File: src/rtl/x86_alu_pkg.sv
// x86 ALU package with opcodes, EFLAGS layout, request and response types

package x86_alu_pkg;

	//------------------------------
	// Opcodes
	//------------------------------

	// Same 3-bit encoding as the execute-stage ALU select
	typedef enum logic [2:0] {
		OP_ADD = 3'd0,
		OP_OR  = 3'd1,
		OP_NOT = 3'd2,
		OP_DAA = 3'd3,
		OP_AND = 3'd4,
		OP_CLD = 3'd5,
		OP_CMP = 3'd6,
		OP_STD = 3'd7
	} alu_op_e;

	//------------------------------
	// EFLAGS bit positions
	//------------------------------

	localparam int unsigned FLAG_CF    = 0;
	// Reserved, always reads one
	localparam int unsigned FLAG_RSVD1 = 1;
	localparam int unsigned FLAG_PF    = 2;
	localparam int unsigned FLAG_AF    = 4;
	localparam int unsigned FLAG_ZF    = 6;
	localparam int unsigned FLAG_SF    = 7;
	localparam int unsigned FLAG_DF    = 10;
	localparam int unsigned FLAG_OF    = 11;

	// Value after reset, only the reserved one bit set
	localparam logic [31:0] FLAGS_RESET = 32'd1 << FLAG_RSVD1;

	// Arithmetic status flags owned by ADD, CMP, DAA, AND and OR
	localparam logic [31:0] STATUS_MASK = (32'd1 << FLAG_CF) | (32'd1 << FLAG_PF) |
		(32'd1 << FLAG_AF) | (32'd1 << FLAG_ZF) | (32'd1 << FLAG_SF) | (32'd1 << FLAG_OF);

	// Direction flag, owned by CLD and STD
	localparam logic [31:0] DF_MASK = 32'd1 << FLAG_DF;

	//------------------------------
	// EFLAGS word
	//------------------------------

	// Field view, MSB first
	typedef struct packed {
		logic [19:0] rsvd_31_12;
		logic        of;
		logic        df;
		logic [1:0]  rsvd_9_8;
		logic        sf;
		logic        zf;
		logic        rsvd_5;
		logic        af;
		logic        rsvd_3;
		logic        pf;
		logic        rsvd_1;
		logic        cf;
	} eflags_t;

	// Raw word for masked writes, field view for reads
	typedef union packed {
		logic [31:0] raw;
		eflags_t     f;
	} eflags_u;

	//------------------------------
	// Request and response
	//------------------------------

	// 67-bit request
	typedef struct packed {
		alu_op_e     op;
		logic [31:0] a;
		logic [31:0] b;
	} alu_req_t;

	// Low wr_result for CMP, CLD and STD
	typedef struct packed {
		logic [31:0] result;
		logic        wr_result;
	} alu_rsp_t;

endpackage
File: src/rtl/alu_ex_stage.sv
// Execute stage integer unit with registered result and EFLAGS
`timescale 1ns/10ps

module alu_ex_stage (
	input  logic                  clk,
	input  logic                  arst_n,
	input  logic                  req_valid,
	input  x86_alu_pkg::alu_req_t req,
	output logic                  rsp_valid,
	output x86_alu_pkg::alu_rsp_t rsp,
	output x86_alu_pkg::eflags_u  flags
);
	import x86_alu_pkg::*;

	//------------------------------
	// ALU
	//------------------------------

	logic [31:0] alu_result;
	eflags_u     alu_flags;
	logic [31:0] alu_mask;
	logic        alu_wr_result;

	// Request feeds the ALU directly, no input register
	alu32 u_alu32 (
		.req       (req),
		.cur_flags (flags),
		.result    (alu_result),
		.new_flags (alu_flags),
		.flag_mask (alu_mask),
		.wr_result (alu_wr_result)
	);

	//------------------------------
	// Flags register
	//------------------------------

	// Written on the same edge as the response
	eflags_reg u_eflags_reg (
		.clk    (clk),
		.arst_n (arst_n),
		.we     (req_valid),
		.wdata  (alu_flags),
		.mask   (alu_mask),
		.flags  (flags)
	);

	//------------------------------
	// Response register
	//------------------------------

	always_ff @(posedge clk or negedge arst_n) begin
		if (!arst_n) begin
			rsp_valid <= 1'b0;
			rsp       <= '0;
		end else begin
			// One-cycle strobe, one cycle after the request
			rsp_valid <= req_valid;
			if (req_valid) begin
				rsp.result    <= alu_result;
				rsp.wr_result <= alu_wr_result;
			end
		end
	end

endmodule

File: src/rtl/eflags_reg.sv
// Architectural EFLAGS register with per-bit masked update
`timescale 1ns/10ps

module eflags_reg (
	input  logic                 clk,
	input  logic                 arst_n,
	input  logic                 we,
	input  x86_alu_pkg::eflags_u wdata,
	input  logic [31:0]          mask,
	output x86_alu_pkg::eflags_u flags
);
	import x86_alu_pkg::*;

	//------------------------------
	// Merge
	//------------------------------

	// Next word, masked bits from wdata, rest held
	logic [31:0] merged;

	always_comb begin
		merged = (flags.raw & ~mask) | (wdata.raw & mask);
		// Reserved bit 1 always one
		merged[FLAG_RSVD1] = 1'b1;
	end

	//------------------------------
	// Storage
	//------------------------------

	always_ff @(posedge clk or negedge arst_n) begin
		if (!arst_n) begin
			flags.raw <= FLAGS_RESET;
		end else if (we) begin
			// Visible to the next request one cycle later
			flags.raw <= merged;
		end
	end

endmodule

File: src/rtl/alu32.sv
// Combinational 32-bit x86 ALU with opcode select and flag write mask
`timescale 1ns/10ps

module alu32 (
	input  x86_alu_pkg::alu_req_t req,
	input  x86_alu_pkg::eflags_u  cur_flags,
	output logic [31:0]           result,
	output x86_alu_pkg::eflags_u  new_flags,
	output logic [31:0]           flag_mask,
	output logic                  wr_result
);
	import x86_alu_pkg::*;

	//------------------------------
	// Unit outputs
	//------------------------------

	logic [31:0] arith_result;
	eflags_u     arith_flags;
	logic [31:0] logic_result;
	eflags_u     logic_flags;
	logic [31:0] daa_result;
	eflags_u     daa_flags;
	// CMP shares the adder in subtract mode
	logic        is_cmp;

	assign is_cmp = (req.op == OP_CMP);

	alu_arith u_alu_arith (
		.sub    (is_cmp),
		.a      (req.a),
		.b      (req.b),
		.result (arith_result),
		.flags  (arith_flags)
	);

	alu_logic u_alu_logic (
		.op     (req.op),
		.a      (req.a),
		.b      (req.b),
		.result (logic_result),
		.flags  (logic_flags)
	);

	// DAA takes CF and AF from the architectural register
	alu_daa u_alu_daa (
		.al     (req.a[7:0]),
		.cf_in  (cur_flags.f.cf),
		.af_in  (cur_flags.f.af),
		.result (daa_result),
		.flags  (daa_flags)
	);

	//------------------------------
	// Select and mask
	//------------------------------

	always_comb begin
		// CLD and STD defaults, zero result
		result    = '0;
		new_flags = '0;
		flag_mask = '0;
		wr_result = 1'b1;

		unique case (req.op)
			OP_ADD, OP_CMP: begin
				result    = arith_result;
				new_flags = arith_flags;
				flag_mask = STATUS_MASK;
				// Compare only sets flags
				wr_result = ~is_cmp;
			end
			OP_AND, OP_OR: begin
				result    = logic_result;
				new_flags = logic_flags;
				flag_mask = STATUS_MASK;
			end
			OP_NOT: begin
				// No flag is touched
				result    = logic_result;
				new_flags = logic_flags;
			end
			OP_DAA: begin
				result    = daa_result;
				new_flags = daa_flags;
				flag_mask = STATUS_MASK;
			end
			OP_CLD, OP_STD: begin
				new_flags.f.df = (req.op == OP_STD);
				flag_mask      = DF_MASK;
				wr_result      = 1'b0;
			end
		endcase
	end

endmodule

File: src/rtl/alu_daa.sv
// Decimal adjust of AL after a packed BCD addition
`timescale 1ns/10ps

module alu_daa (
	input  logic [7:0]           al,
	input  logic                 cf_in,
	input  logic                 af_in,
	output logic [31:0]          result,
	output x86_alu_pkg::eflags_u flags
);

	//------------------------------
	// Adjust decisions
	//------------------------------

	// Both tests look at the original AL
	logic       lo_adj;
	logic       hi_adj;
	// Correction terms
	logic [7:0] lo_add;
	logic [7:0] hi_add;
	// Adjusted byte, wraps modulo 256
	logic [7:0] al_adj;

	// Low digit out of BCD range or a nibble carry happened
	assign lo_adj = (al[3:0] > 4'd9) | af_in;

	// High digit overflow or a byte carry happened
	assign hi_adj = (al > 8'h99) | cf_in;

	assign lo_add = lo_adj ? 8'h06 : 8'h00;
	assign hi_add = hi_adj ? 8'h60 : 8'h00;

	//------------------------------
	// Result
	//------------------------------

	assign al_adj = al + lo_add + hi_add;

	// Only AL is written, upper bits zero
	assign result = {24'd0, al_adj};

	//------------------------------
	// Flags
	//------------------------------

	always_comb begin
		// OF stays zero along with reserved bits
		flags.raw = '0;

		// CF set only by the high adjust step
		flags.f.cf = hi_adj;
		flags.f.af = lo_adj;

		// Sign, zero and parity from the adjusted byte
		flags.f.sf = al_adj[7];
		flags.f.zf = (al_adj == 8'd0);
		flags.f.pf = ~^al_adj;
	end

endmodule

File: src/rtl/alu_logic.sv
// Bitwise AND, OR and NOT unit with logical status flags
`timescale 1ns/10ps

module alu_logic (
	input  x86_alu_pkg::alu_op_e op,
	input  logic [31:0]          a,
	input  logic [31:0]          b,
	output logic [31:0]          result,
	output x86_alu_pkg::eflags_u flags
);
	import x86_alu_pkg::*;

	//------------------------------
	// Operation
	//------------------------------

	always_comb begin
		unique case (op)
			OP_AND: result = a & b;
			OP_OR:  result = a | b;
			// NOT ignores the second operand
			OP_NOT: result = ~a;
			default: result = '0;
		endcase
	end

	//------------------------------
	// Flags
	//------------------------------

	always_comb begin
		// OF, CF and AF cleared by AND and OR
		flags.raw = '0;

		flags.f.sf = result[31];
		flags.f.zf = (result == 32'd0);
		// Even parity of low byte
		flags.f.pf = ~^result[7:0];
		// NOT produces the same word but its mask is zero
	end

endmodule

File: src/rtl/alu_arith.sv
// Integer adder/subtractor for ADD and CMP with x86 status flags
`timescale 1ns/10ps

module alu_arith (
	input  logic                 sub,
	input  logic [31:0]          a,
	input  logic [31:0]          b,
	output logic [31:0]          result,
	output x86_alu_pkg::eflags_u flags
);

	//------------------------------
	// Datapath
	//------------------------------

	// Second operand, inverted for subtraction
	logic [31:0] b_eff;
	// One extra bit for the carry out of bit 31
	logic [32:0] sum;
	logic        carry_out;
	// Sign rule inputs
	logic        same_sign_in;
	logic        sign_flip;

	assign b_eff = sub ? ~b : b;

	// Subtract as a + ~b + 1
	assign sum = {1'b0, a} + {1'b0, b_eff} + {32'd0, sub};

	assign result    = sum[31:0];
	assign carry_out = sum[32];

	// Overflow when both inputs share a sign the result lost
	assign same_sign_in = (a[31] == b_eff[31]);
	assign sign_flip    = (result[31] != a[31]);

	//------------------------------
	// Flags
	//------------------------------

	always_comb begin
		// Reserved and non-status bits stay zero
		flags.raw = '0;

		// Carry on add, borrow on subtract
		flags.f.cf = carry_out ^ sub;

		// Nibble carry or borrow into bit 4
		// Same XOR form serves add and subtract with the original b
		flags.f.af = a[4] ^ b[4] ^ result[4];

		flags.f.of = same_sign_in & sign_flip;
		flags.f.sf = result[31];
		flags.f.zf = (result == 32'd0);

		// Even parity over the low byte only
		flags.f.pf = ~^result[7:0];
	end

endmodule

File: config.mk
export PLATFORM = sky130hd
export DESIGN_NAME = alu_ex_stage
export DESIGN_NICKNAME = d
export VERILOG_FILES = /design/src/rtl/x86_alu_pkg.sv /design/src/rtl/alu_ex_stage.sv /design/src/rtl/eflags_reg.sv /design/src/rtl/alu32.sv /design/src/rtl/alu_daa.sv /design/src/rtl/alu_logic.sv /design/src/rtl/alu_arith.sv
export SDC_FILE = /design/constraint.sdc
export NUM_CORES = 1
export LEC_CHECK = 0
export ABC_AREA = 1
export BUFFER_PORTS_ARGS = -buffer_cell sky130_fd_sc_hd__buf_2
export CORE_UTILIZATION = 55
export CTS_BUF_LIST = sky130_fd_sc_hd__clkbuf_8
export CTS_CLUSTER_DIAMETER = 50
export CTS_CLUSTER_SIZE = 8
export DETAILED_ROUTE_END_ITERATION = 10
export HOLD_SLACK_MARGIN = 0.12
export PLACE_DENSITY = 0.81
export SYNTH_ARGS = -nofsm -noshare
export SYNTH_HDL_FRONTEND = slang
export SYNTH_SLANG_ARGS = --single-unit
File: constraint.sdc
create_clock -name clk -period 3.5 [get_ports clk]
set_input_delay 0.7 -clock clk [delete_from_list [all_inputs] [get_ports clk]]
set_output_delay 0.7 -clock clk [all_outputs]
set_load 0.05 [all_outputs]
### Word level (Yosys, flattened, before mapping)

Cells that the tools add are included.

| storage, ports and cells | value |
|---|---|
| flip-flop bits (word level) | 65 |
| latch bits | 0 |
| bits in writable memories | 0 |
| ROM bits | 0 |
| bits of input ports | 70 |
| output and inout bits | 66 |
| logic and storage cells | 56 |
| memories kept | 0 |

| operators by class | value |
|---|---|
| add/sub/neg operators | 4 |
| $mul | 0 |
| divide/modulo/power cells | 0 |
| magnitude comparators | 2 |
| equal/unequal tests | 9 |
| shift operators | 0 |
| multiplexer cells | 10 |
| bitwise operators | 15 |
| reduce and logical (&&, ||, !) cells | 12 |

Operator list:

| cell | number |
|---|---|
| one-hot mux 32 bit (3 select lines) | 2 |
| bitwise AND 32 bit | 2 |
| logical NOT 32 bit | 2 |
| NOT 32 bit | 2 |
| bitwise OR 32 bit | 2 |
| adder 32 x 32 -> 33 bit | 1 |
| adder 33 x 1 -> 33 bit | 1 |
| 2-to-1 mux 32 bit | 1 |
| NOT 12 -> 32 bit | 1 |
| one-hot mux 12 bit (2 select lines) | 1 |
| one-hot mux 8 bit (3 select lines) | 1 |
| XNOR reduction 8 bit | 3 |
| bitwise AND 12 bit | 1 |
| equality test 3 bit (second input constant) | 4 |
| adder 8 x 3 -> 8 bit | 1 |
| adder 8 x 7 -> 8 bit | 1 |
| > comparator 8 bit (second input constant) | 1 |
| logical NOT 8 bit | 1 |
| 2-to-1 mux 7 bit | 1 |
| equality test 3 x 2 -> 1 bit (second input constant) | 2 |
| OR reduction 6 bit | 1 |
| OR reduction 5 bit | 1 |
| > comparator 4 bit (second input constant) | 1 |
| one-hot mux 1 bit (2 select lines) | 2 |
| other kinds (12) | 16 |

### Depth between registers and ports, before layout

Gate-level depths: netlist of the first run.

| logic depth | value |
|---|---|
| depth in word-level cells | 9 |
| mapped depth | 23 |
| depth with buffers taken out | 23 |

### By module

Synthesis of the first run repeated with hierarchy kept, for this count alone.

| unflattened totals | value |
|---|---|
| cells, all modules | 1674 |
| area, all modules | 9879.5 µm² |

Modules (own cells, without submodules):

| module | times used | cells each | area each (µm²) | sequential area each (µm²) |
|---|---|---|---|---|
| alu_arith | 1 | 623 | 3263.1 | 0.0 |
| alu32 | 1 | 330 | 1585.3 | 0.0 |
| alu_logic | 1 | 295 | 1508.9 | 0.0 |
| eflags_reg | 1 | 164 | 1366.3 | 775.7 |
| alu_ex_stage | 1 | 141 | 1330.0 | 850.8 |
| alu_daa | 1 | 121 | 825.8 | 0.0 |

### Least setup slack after synthesis of the first run

No wires, ideal clock.

| path | value |
|---|---|
| path kind | input-to-reg |
| start point | input port req[66] in the netlist's numbering |
| end point | register (tool-made name) |
| setup time | 128 ps |
| data arrival time | 3397 ps |
| data required time | 3372 ps |
| slack | -25 ps |
| stages on the path | 18 |
| path buffers | 2 |
| cell sequence | buf_4 -> nand3_2 -> buf_1 -> xnor2_1 -> ha_1 -> nand2_1 -> inv_1 -> nand3_1 -> nand2_1 -> nand2_1 -> nand2_1 -> xor2_1 -> ha_1 -> xnor2_1 -> inv_1 -> or2_2 -> nand3_1 -> a31oi_1 |

RTL lines:

| item | RTL line | source |
|---|---|---|
| start, declared | alu_ex_stage.sv:8 | `input x86_alu_pkg::alu_req_t req,` |

==> results of run 1 <==
[Yosys cell counts, types with 3 or more instances]
cell      instances
inv_2             9
xor2_1           25
o21bai_1          3
o21ai_0          64
nor3_1            7
clkbuf_1          9
a31oi_1          16
o21ai_1          11
inv_1           142
nand3_1          59
and2_1            5
buf_1             4
nor2_1           76
nand2_1         317
ha_1             53
or2_2             3
nand4_1          12
o211ai_1          7
nand3b_1          6
a21o_1           11
a21oi_1          52
o221ai_1          5
buf_2             5
xnor2_1          28
buf_4            28
dfrtp_1          41
[critical path, cell delays in order]
cell	delay (ps)
buf_2	110
inv_1	70
a21oi_1	80
or2_2	290
ha_1	210
fa_1	400
nand2_1	100
nor2_1	40
o21a_1	160
or3_1	320
nand2_1	80
ha_1	230
xnor2_1	160
inv_1	70
a21oi_1	110
o21ai_0	110
a31oi_1	160
[power by group through the flow]
stage	clock network (uW)	registers [uW]	logic [uW]
floorplan	0	818	948
global placement	0	589	1730
detailed placement	0	591	1750
CTS	412	582	1760
global route	429	590	1950
finish	408	583	1780
[cell usage in the layout (no fill, tap or decap), types with 3 or more instances in the layout]
cell / netlist / layout
nor3_1: 7 / 7
o211ai_1: 7 / 7
nand3_1: 59 / 59
a21oi_1: 52 / 52
nand3b_1: 6 / 6
inv_1: 142 / 142
xnor2_1: 28 / 28
o21ai_1: 11 / 11
clkbuf_8: 0 / 6
nand2_1: 317 / 317
nand4_1: 12 / 12
buf_2: 5 / 110
o21ai_0: 64 / 64
o221ai_1: 5 / 5
ha_1: 53 / 53
inv_2: 9 / 9
conb_1: 2 / 25
buf_4: 28 / 87
and2_1: 5 / 5
a21o_1: 11 / 11
or2_2: 3 / 3
xor2_1: 25 / 24
o21bai_1: 3 / 3
a31oi_1: 16 / 16
dfrtp_1: 41 / 41
nor2_1: 76 / 76
[stage by stage]
step           cell area, sq um  util, %  worst slack (ps)  setup TNS [ps]  hold slack [ps]
3_3_place_gp               7378    67.77             21.17               0            460.1
4_1_cts                    7498    68.87             233.9               0            484.0
6_report                   7517    69.04             291.5               0            479.9
3_5_place_dp               7378    67.77            -69.09          -69.09            464.3
2_1_floorplan              6269        -             40.05               0            404.4
5_1_grt                    7517    69.04             12.92               0            496.3
[layout make-up]
| cell class | instances | area (sq um) | area share [%] |
|---|---|---|---|
| Sequential cell | 41 | 1026 | 13.65 |
| Clock buffer | 6 | 82.58 | 1.099 |
| Tap cell | 140 | 175.2 | 2.330 |
| Multi-Input combinational cell | 811 | 4390 | 58.41 |
| Clock inverter | 2 | 37.54 | 0.4993 |
| Timing Repair Buffer | 199 | 1235 | 16.43 |
| Inverter | 152 | 570.5 | 7.590 |
[final timing paths]
check,startpoint,endpoint,slack [ps],depth (start not counted)
worst max-delay path,req[33],flop,290,17
worst min-delay path,rsp[16],rsp[16],480,1
worst max register to register,flop,flop,520,14
worst min register to register,rsp[16],rsp[16],480,1
max in group asynchronous,arst_n,rsp[24],2420,1
min in group asynchronous,arst_n,rsp_valid,510,1
[layer usage]
layer,vias up,track usage (%)
met5,-,0
met4,0,17.51
met3,66,4.280
met2,311,62.83
met1,3293,44.63
li1,3632,-
[kinds of logic (layout without fill, tap and decap cells)]
logic type                 Yosys count  after routing
adders and majority gates           55             55
other                                2             25
buffers and inverters              199            359
AOI/OAI and AO/OA                  182            182
and+or+nand+nor                    495            495
muxes                                1              1
DFF                                 41             41
xor gates and xnor gates            53             53
==> results.md, run 1 <==
- Outcome: complete, no violations
- Max-cap violations: 0
- Worst setup SP type: input pin
- Fill count: roughly 1.0k
- Pin count of the biggest net entering global routing: 42
- 1st-iter DRT viols: 510
- RSZ-0062 raised after global routing: false
- Ys async rst share: between 90% and 100%
- Total GRT Usage: 36.33%
- Cell variety after synth: 49
- Clock root buffer: clkbuf_8
- CTS Buffer Depth: 2
- Clock latency on the worst-skew pair: around 300 ps
- Met2 wire len: between 9000 and 10,000 microns
- Fin. max-slew vios: 0
- Upper clock frequency limit: 0.3117 GHz
- Worst Path Arrival: roughly 3400 ps
- Number of I/O pins: 136
- Largest family of logic cells by synthesized area: simple AND/OR/NAND/NOR gates
- Initial core utilization: between 50% and 60%
- Sequential-to-total area share from yosys stat: 16.60%
- Tmin final: 3209 ps
- Port buffer count: 110
- Final wirelength: 20,670 microns
- M1 WL: 8645 microns
- Layout cells sized above 1: 18.83%
- Tot Pwr: 2768 uW
- Chip width: about 110 microns
- Wirelength per Cell: 15.30 microns
- Worst hold path type: flop to flop
- Gr ovfl total: 0
- Mux cell area share after synthesis: 0.1822%
- Power per Cell Area: ~370 nW/um^2
- Core area: 10,890 sq um
- Clock power share: 14.7%
- Antenna violations before repair: 0
- Drt pass-1 iters: 6
- Int Pwr: ~1400 uW
- DPL Wire Length: 17,420 microns
- Synthesized flop and latch total: ~40
- Hold-fix buffers, CTS: 0
- Die H: 108.0 microns
- Routed Antenna Nets: 0
- Post-synthesis adder-cell area fraction: 11.38%
- DR vias/cell: 5.405
- Sequential power share: 21.1%
- Nets: roughly 1.3k
- Fin crit share: 91.67%
- Htree depth: 2
- Highest routed metal layer: met4
- Vias in the first global route: 6,866
- Ys flop type: dfrtp_1
- Logic gate share of total power: 64.2%
- Die ar.: between 10,000 and 15,000 sq um
- Yosys top cell area share: 19.25%
- Switching Share: 49.34%
- Post-CTS sizing: 0
- DRC violation count after routing: 0
- Crit Path Class: input pin to flop
- Area growth syn-to-layout: 21.62%
- Fin cells: roughly 1.4k
- First-pass GRT wire length: 32,680 microns
- Ant diodes: 0
- Critical Path RT: 3730 ps
- Gp weighted congestion: 0.9827
- Synth area leaders: nand2_1 (19%), dfrtp_1 (17%), ha_1 (11%)
- Sinks on Clock Net: 41
- Netlist Area Pre-Place: 6181 sq um
- Peak VDD IR: 0.3250 mV
- Post-synth EDFFs: 0
- Num rows: 38
- Total leakage power: 0.004381 uW
- CTS tree: yes
- Synth Area in Simple Gates: between 30 and 40%
- Clock-pin slew on the worst setup and hold paths: 80 ps
- Compound-cell area share of the yosys netlist: between 10% and 20%
- Skew final: 4.835 ps
- Final setup vio count: 0
- Setup repair bufs after CTS: 0
- XOR/XNOR Fraction of Synth Area: 7.510%
- Cell taking the most area after synthesis: nand2_1
- Avg Synthesized Cell Area: between 6 and 7 sq um
- Num CTS Buffers: 5
- Post-Place Cells: 1,343
- Met3 wire length: 1261 microns
- Slew headroom: roughly two fifths
- Switch Pwr: 1366 uW
- Syn. warnings: 0
- Final hold violation count: 0
- Critical path peak fanout: 2
- Vias after detailed routing: 7,302
- Mapped Cells: ~1k
- Worst slew pin tran: 886.6 ps
- CP endpoint kind: flop
(Power assumes the default switching activity.)
==> inputs of run 2 (changes only) <==
==> constraint.sdc (replaced) <==
create_clock -name clk -period 3.5 [get_ports clk]
set_input_delay 0.525 -clock clk [delete_from_list [all_inputs] [get_ports clk]]
set_output_delay 0.525 -clock clk [all_outputs]
set_load 0.05 [all_outputs]
==> run 2 against run 1 <==
  * Die area stayed put
  * Final area is 5.9% lower
  * Global-route usage is 0.075 points higher
  * Register-to-register slack hardly changed
  * Via count is 3.7% lower
  * Final cell count is 4.0% lower
  * Highest routed layer unchanged
  * Setup slack better by 100 ps
  * Count of clock-buffer cells in the layout is 1 lower
==> results.md, run 2 (synthesis results as in run 1) <==
- Critical Path RT: 3680 ps
- Antenna violations before repair: 0
- Upper clock frequency limit: 0.3221 GHz
- Total GRT Usage: 36.40%
- Critical path peak fanout: 6
- Wirelength per Cell: 15.99 microns
- Total leakage power: 0.004117 uW
- Tmin final: between 3000 and 4000 ps
- Clock-pin slew on the worst setup and hold paths: about 80 ps
- Final WS setup: between 300 and 400 ps
- RSZ-0062 raised after global routing: false
- R2R cell count: 14
- Tot Pwr: 2611 uW
- Critical-path top delay cell: ha_1
- Post-CTS sizing: 0
- Port buffer count: between 100 and 150
- R2R Setup Slk: 530 ps
- Worst Path Arrival: 3290 ps
- Fin cells: 1,297
- Post-Place Worst Slack: 53.21 ps
- Pin count of the biggest net entering global routing: 42
- Fin crit share: 88.72%
- Commonest cells after routing, fill and taps aside: nand2_1 (317), inv_1 (142), buf_2 (110)
- Multi-input gate area: 4375 sq um
- Post-DP Area: roughly 7000 sq um
- Worst setup SP type: input pin
- Ant diodes: 0
- Fill count: 1,129
- Drt pass-1 iters: 6
- Delay of the slowest critical-path stage: between 300 and 400 ps
- CTS Buffer Depth: 2
- Vias in the first global route: 6,578
- Max-cap violations: 0
- Initial core utilization: 56.77%
- Number of I/O pins: between 100 and 150
- 1st-iter DRT viols: ~590
- Power per Cell Area: between 300 and 400 nW/um^2
- CP most frequent cell: nand2_1
- Hold-fix buffers, CTS: 0
- Setup TNS: 0 ps
- Routed Antenna Nets: 0
- First-pass GRT wire length: 32,290 microns
- Sinks on Clock Net: just over 40
- Clock root buffer: clkbuf_8
- Gp weighted congestion: 0.9664
- Die ar.: between 10,000 and 15,000 sq um
- Num CTS Buffers: 5
- DRC violation count after routing: 0
- Commonest non-fill, non-tap cell in the layout: nand2_1
- Fin. max-slew vios: 0
- Final wirelength: 20,740 microns
- Layout cells sized above 1: 14.95%
- Outcome: complete, no violations
- DPL Wire Length: 17,590 microns
- CP Cell Sequence: buf_2 -> inv_2 -> nand3_2 -> buf_4 -> xor2_1 -> ha_1 -> nand2_1 -> inv_1 -> nand2_1 -> nand3_1 -> a21oi_1 -> nand2_1 -> a21oi_1 -> xor2_1 -> buf_4 -> nor2_1 -> o21ai_1 -> nand2_1
- Final setup vio count: 0
- CP endpoint kind: flop
- Nets: roughly 1.3k
- Setup repair bufs after CTS: 0
- Final hold violation count: 0
- Clock latency on the worst-skew pair: 300 ps
- Num rows: 38
- Slew headroom: 38.67%
- CTS tree: yes
- Vias after detailed routing: 7,035
- Chip width: between 100 and 150 microns
- Worst slew pin tran: 920.0 ps
- Worst hold path type: input pin to async pin
- CP delay by family, top: simple AND/OR/NAND/NOR gates
- DR vias/cell: 5.424
- Fin area: 7072 sq um
- Peak VDD IR: 0.3256 mV
- Seq. cell area: just over 1000 sq um
- Skew final: 6.227 ps
- Crit Path Class: input pin to flop
- Htree depth: 2
- Buf+Inv Stages, Crit Path: 5
- Area growth syn-to-layout: 14.41%
- Core area: ~11,000 sq um
- Die H: 108.0 microns
- Post-Place Cells: 1,290
- Gr ovfl total: 0
-- run 2: changes by cell type in the layout (fill, tap and decap cells not counted), sizes merged --
cell	change
clkinv	+1
clkbuf	-1
buf	-53
clkinvlp	-1
-- run 2: area by class of cell --
class / count / share of cell area, %
clock buffers: 5 / 0.9731
multi-input cells: 811 / 61.87
flip-flops and latches: 41 / 14.51
repair buffers: 146 / 11.61
clock inverters: 2 / 0.4954
well taps: 140 / 2.477
inverters: 152 / 8.068
-- run 2: power by group --
group          internal (uW)  total [uW]  switching, uW
combinational            529        1650           1120
clock                    207         380            172
sequential               542         581           39.2
total                   1280        2610           1330
-- run 2: worst max-delay path by stage --
stage / startpoint / endpoint / slack [ps] / cells after the start
detailed placement: req[64] / flop / 50 / 24
CTS: req[64] / flop / 380 / 24
global route: req[64] / flop / 80 / 23
global placement: req[33] / flop / 140 / 17
floorplan: req[66] / flop / 150 / 18
finish: req[64] / rsp[20] / 390 / 18
-- run 2: per-stage QoR --
stage / utilization [%] / hold WS, ps
detailed placement: 64.00 / 460.1
global placement: 64.00 / 458.7
global route: 64.95 / 422.7
finish: 64.95 / 351.0
CTS: 64.95 / 370.6
floorplan: - / 229.4
-- run 2: routing by layer --
metal  part of all wire [%]  vias up  global-route usage, %
li1                       -     3535                      -
met4                    4.6        0                  16.34
met3                    6.5       62                  3.376
met2                     47      310                  63.33
met5                      0        -                      0
met1                     42     3128                  45.42
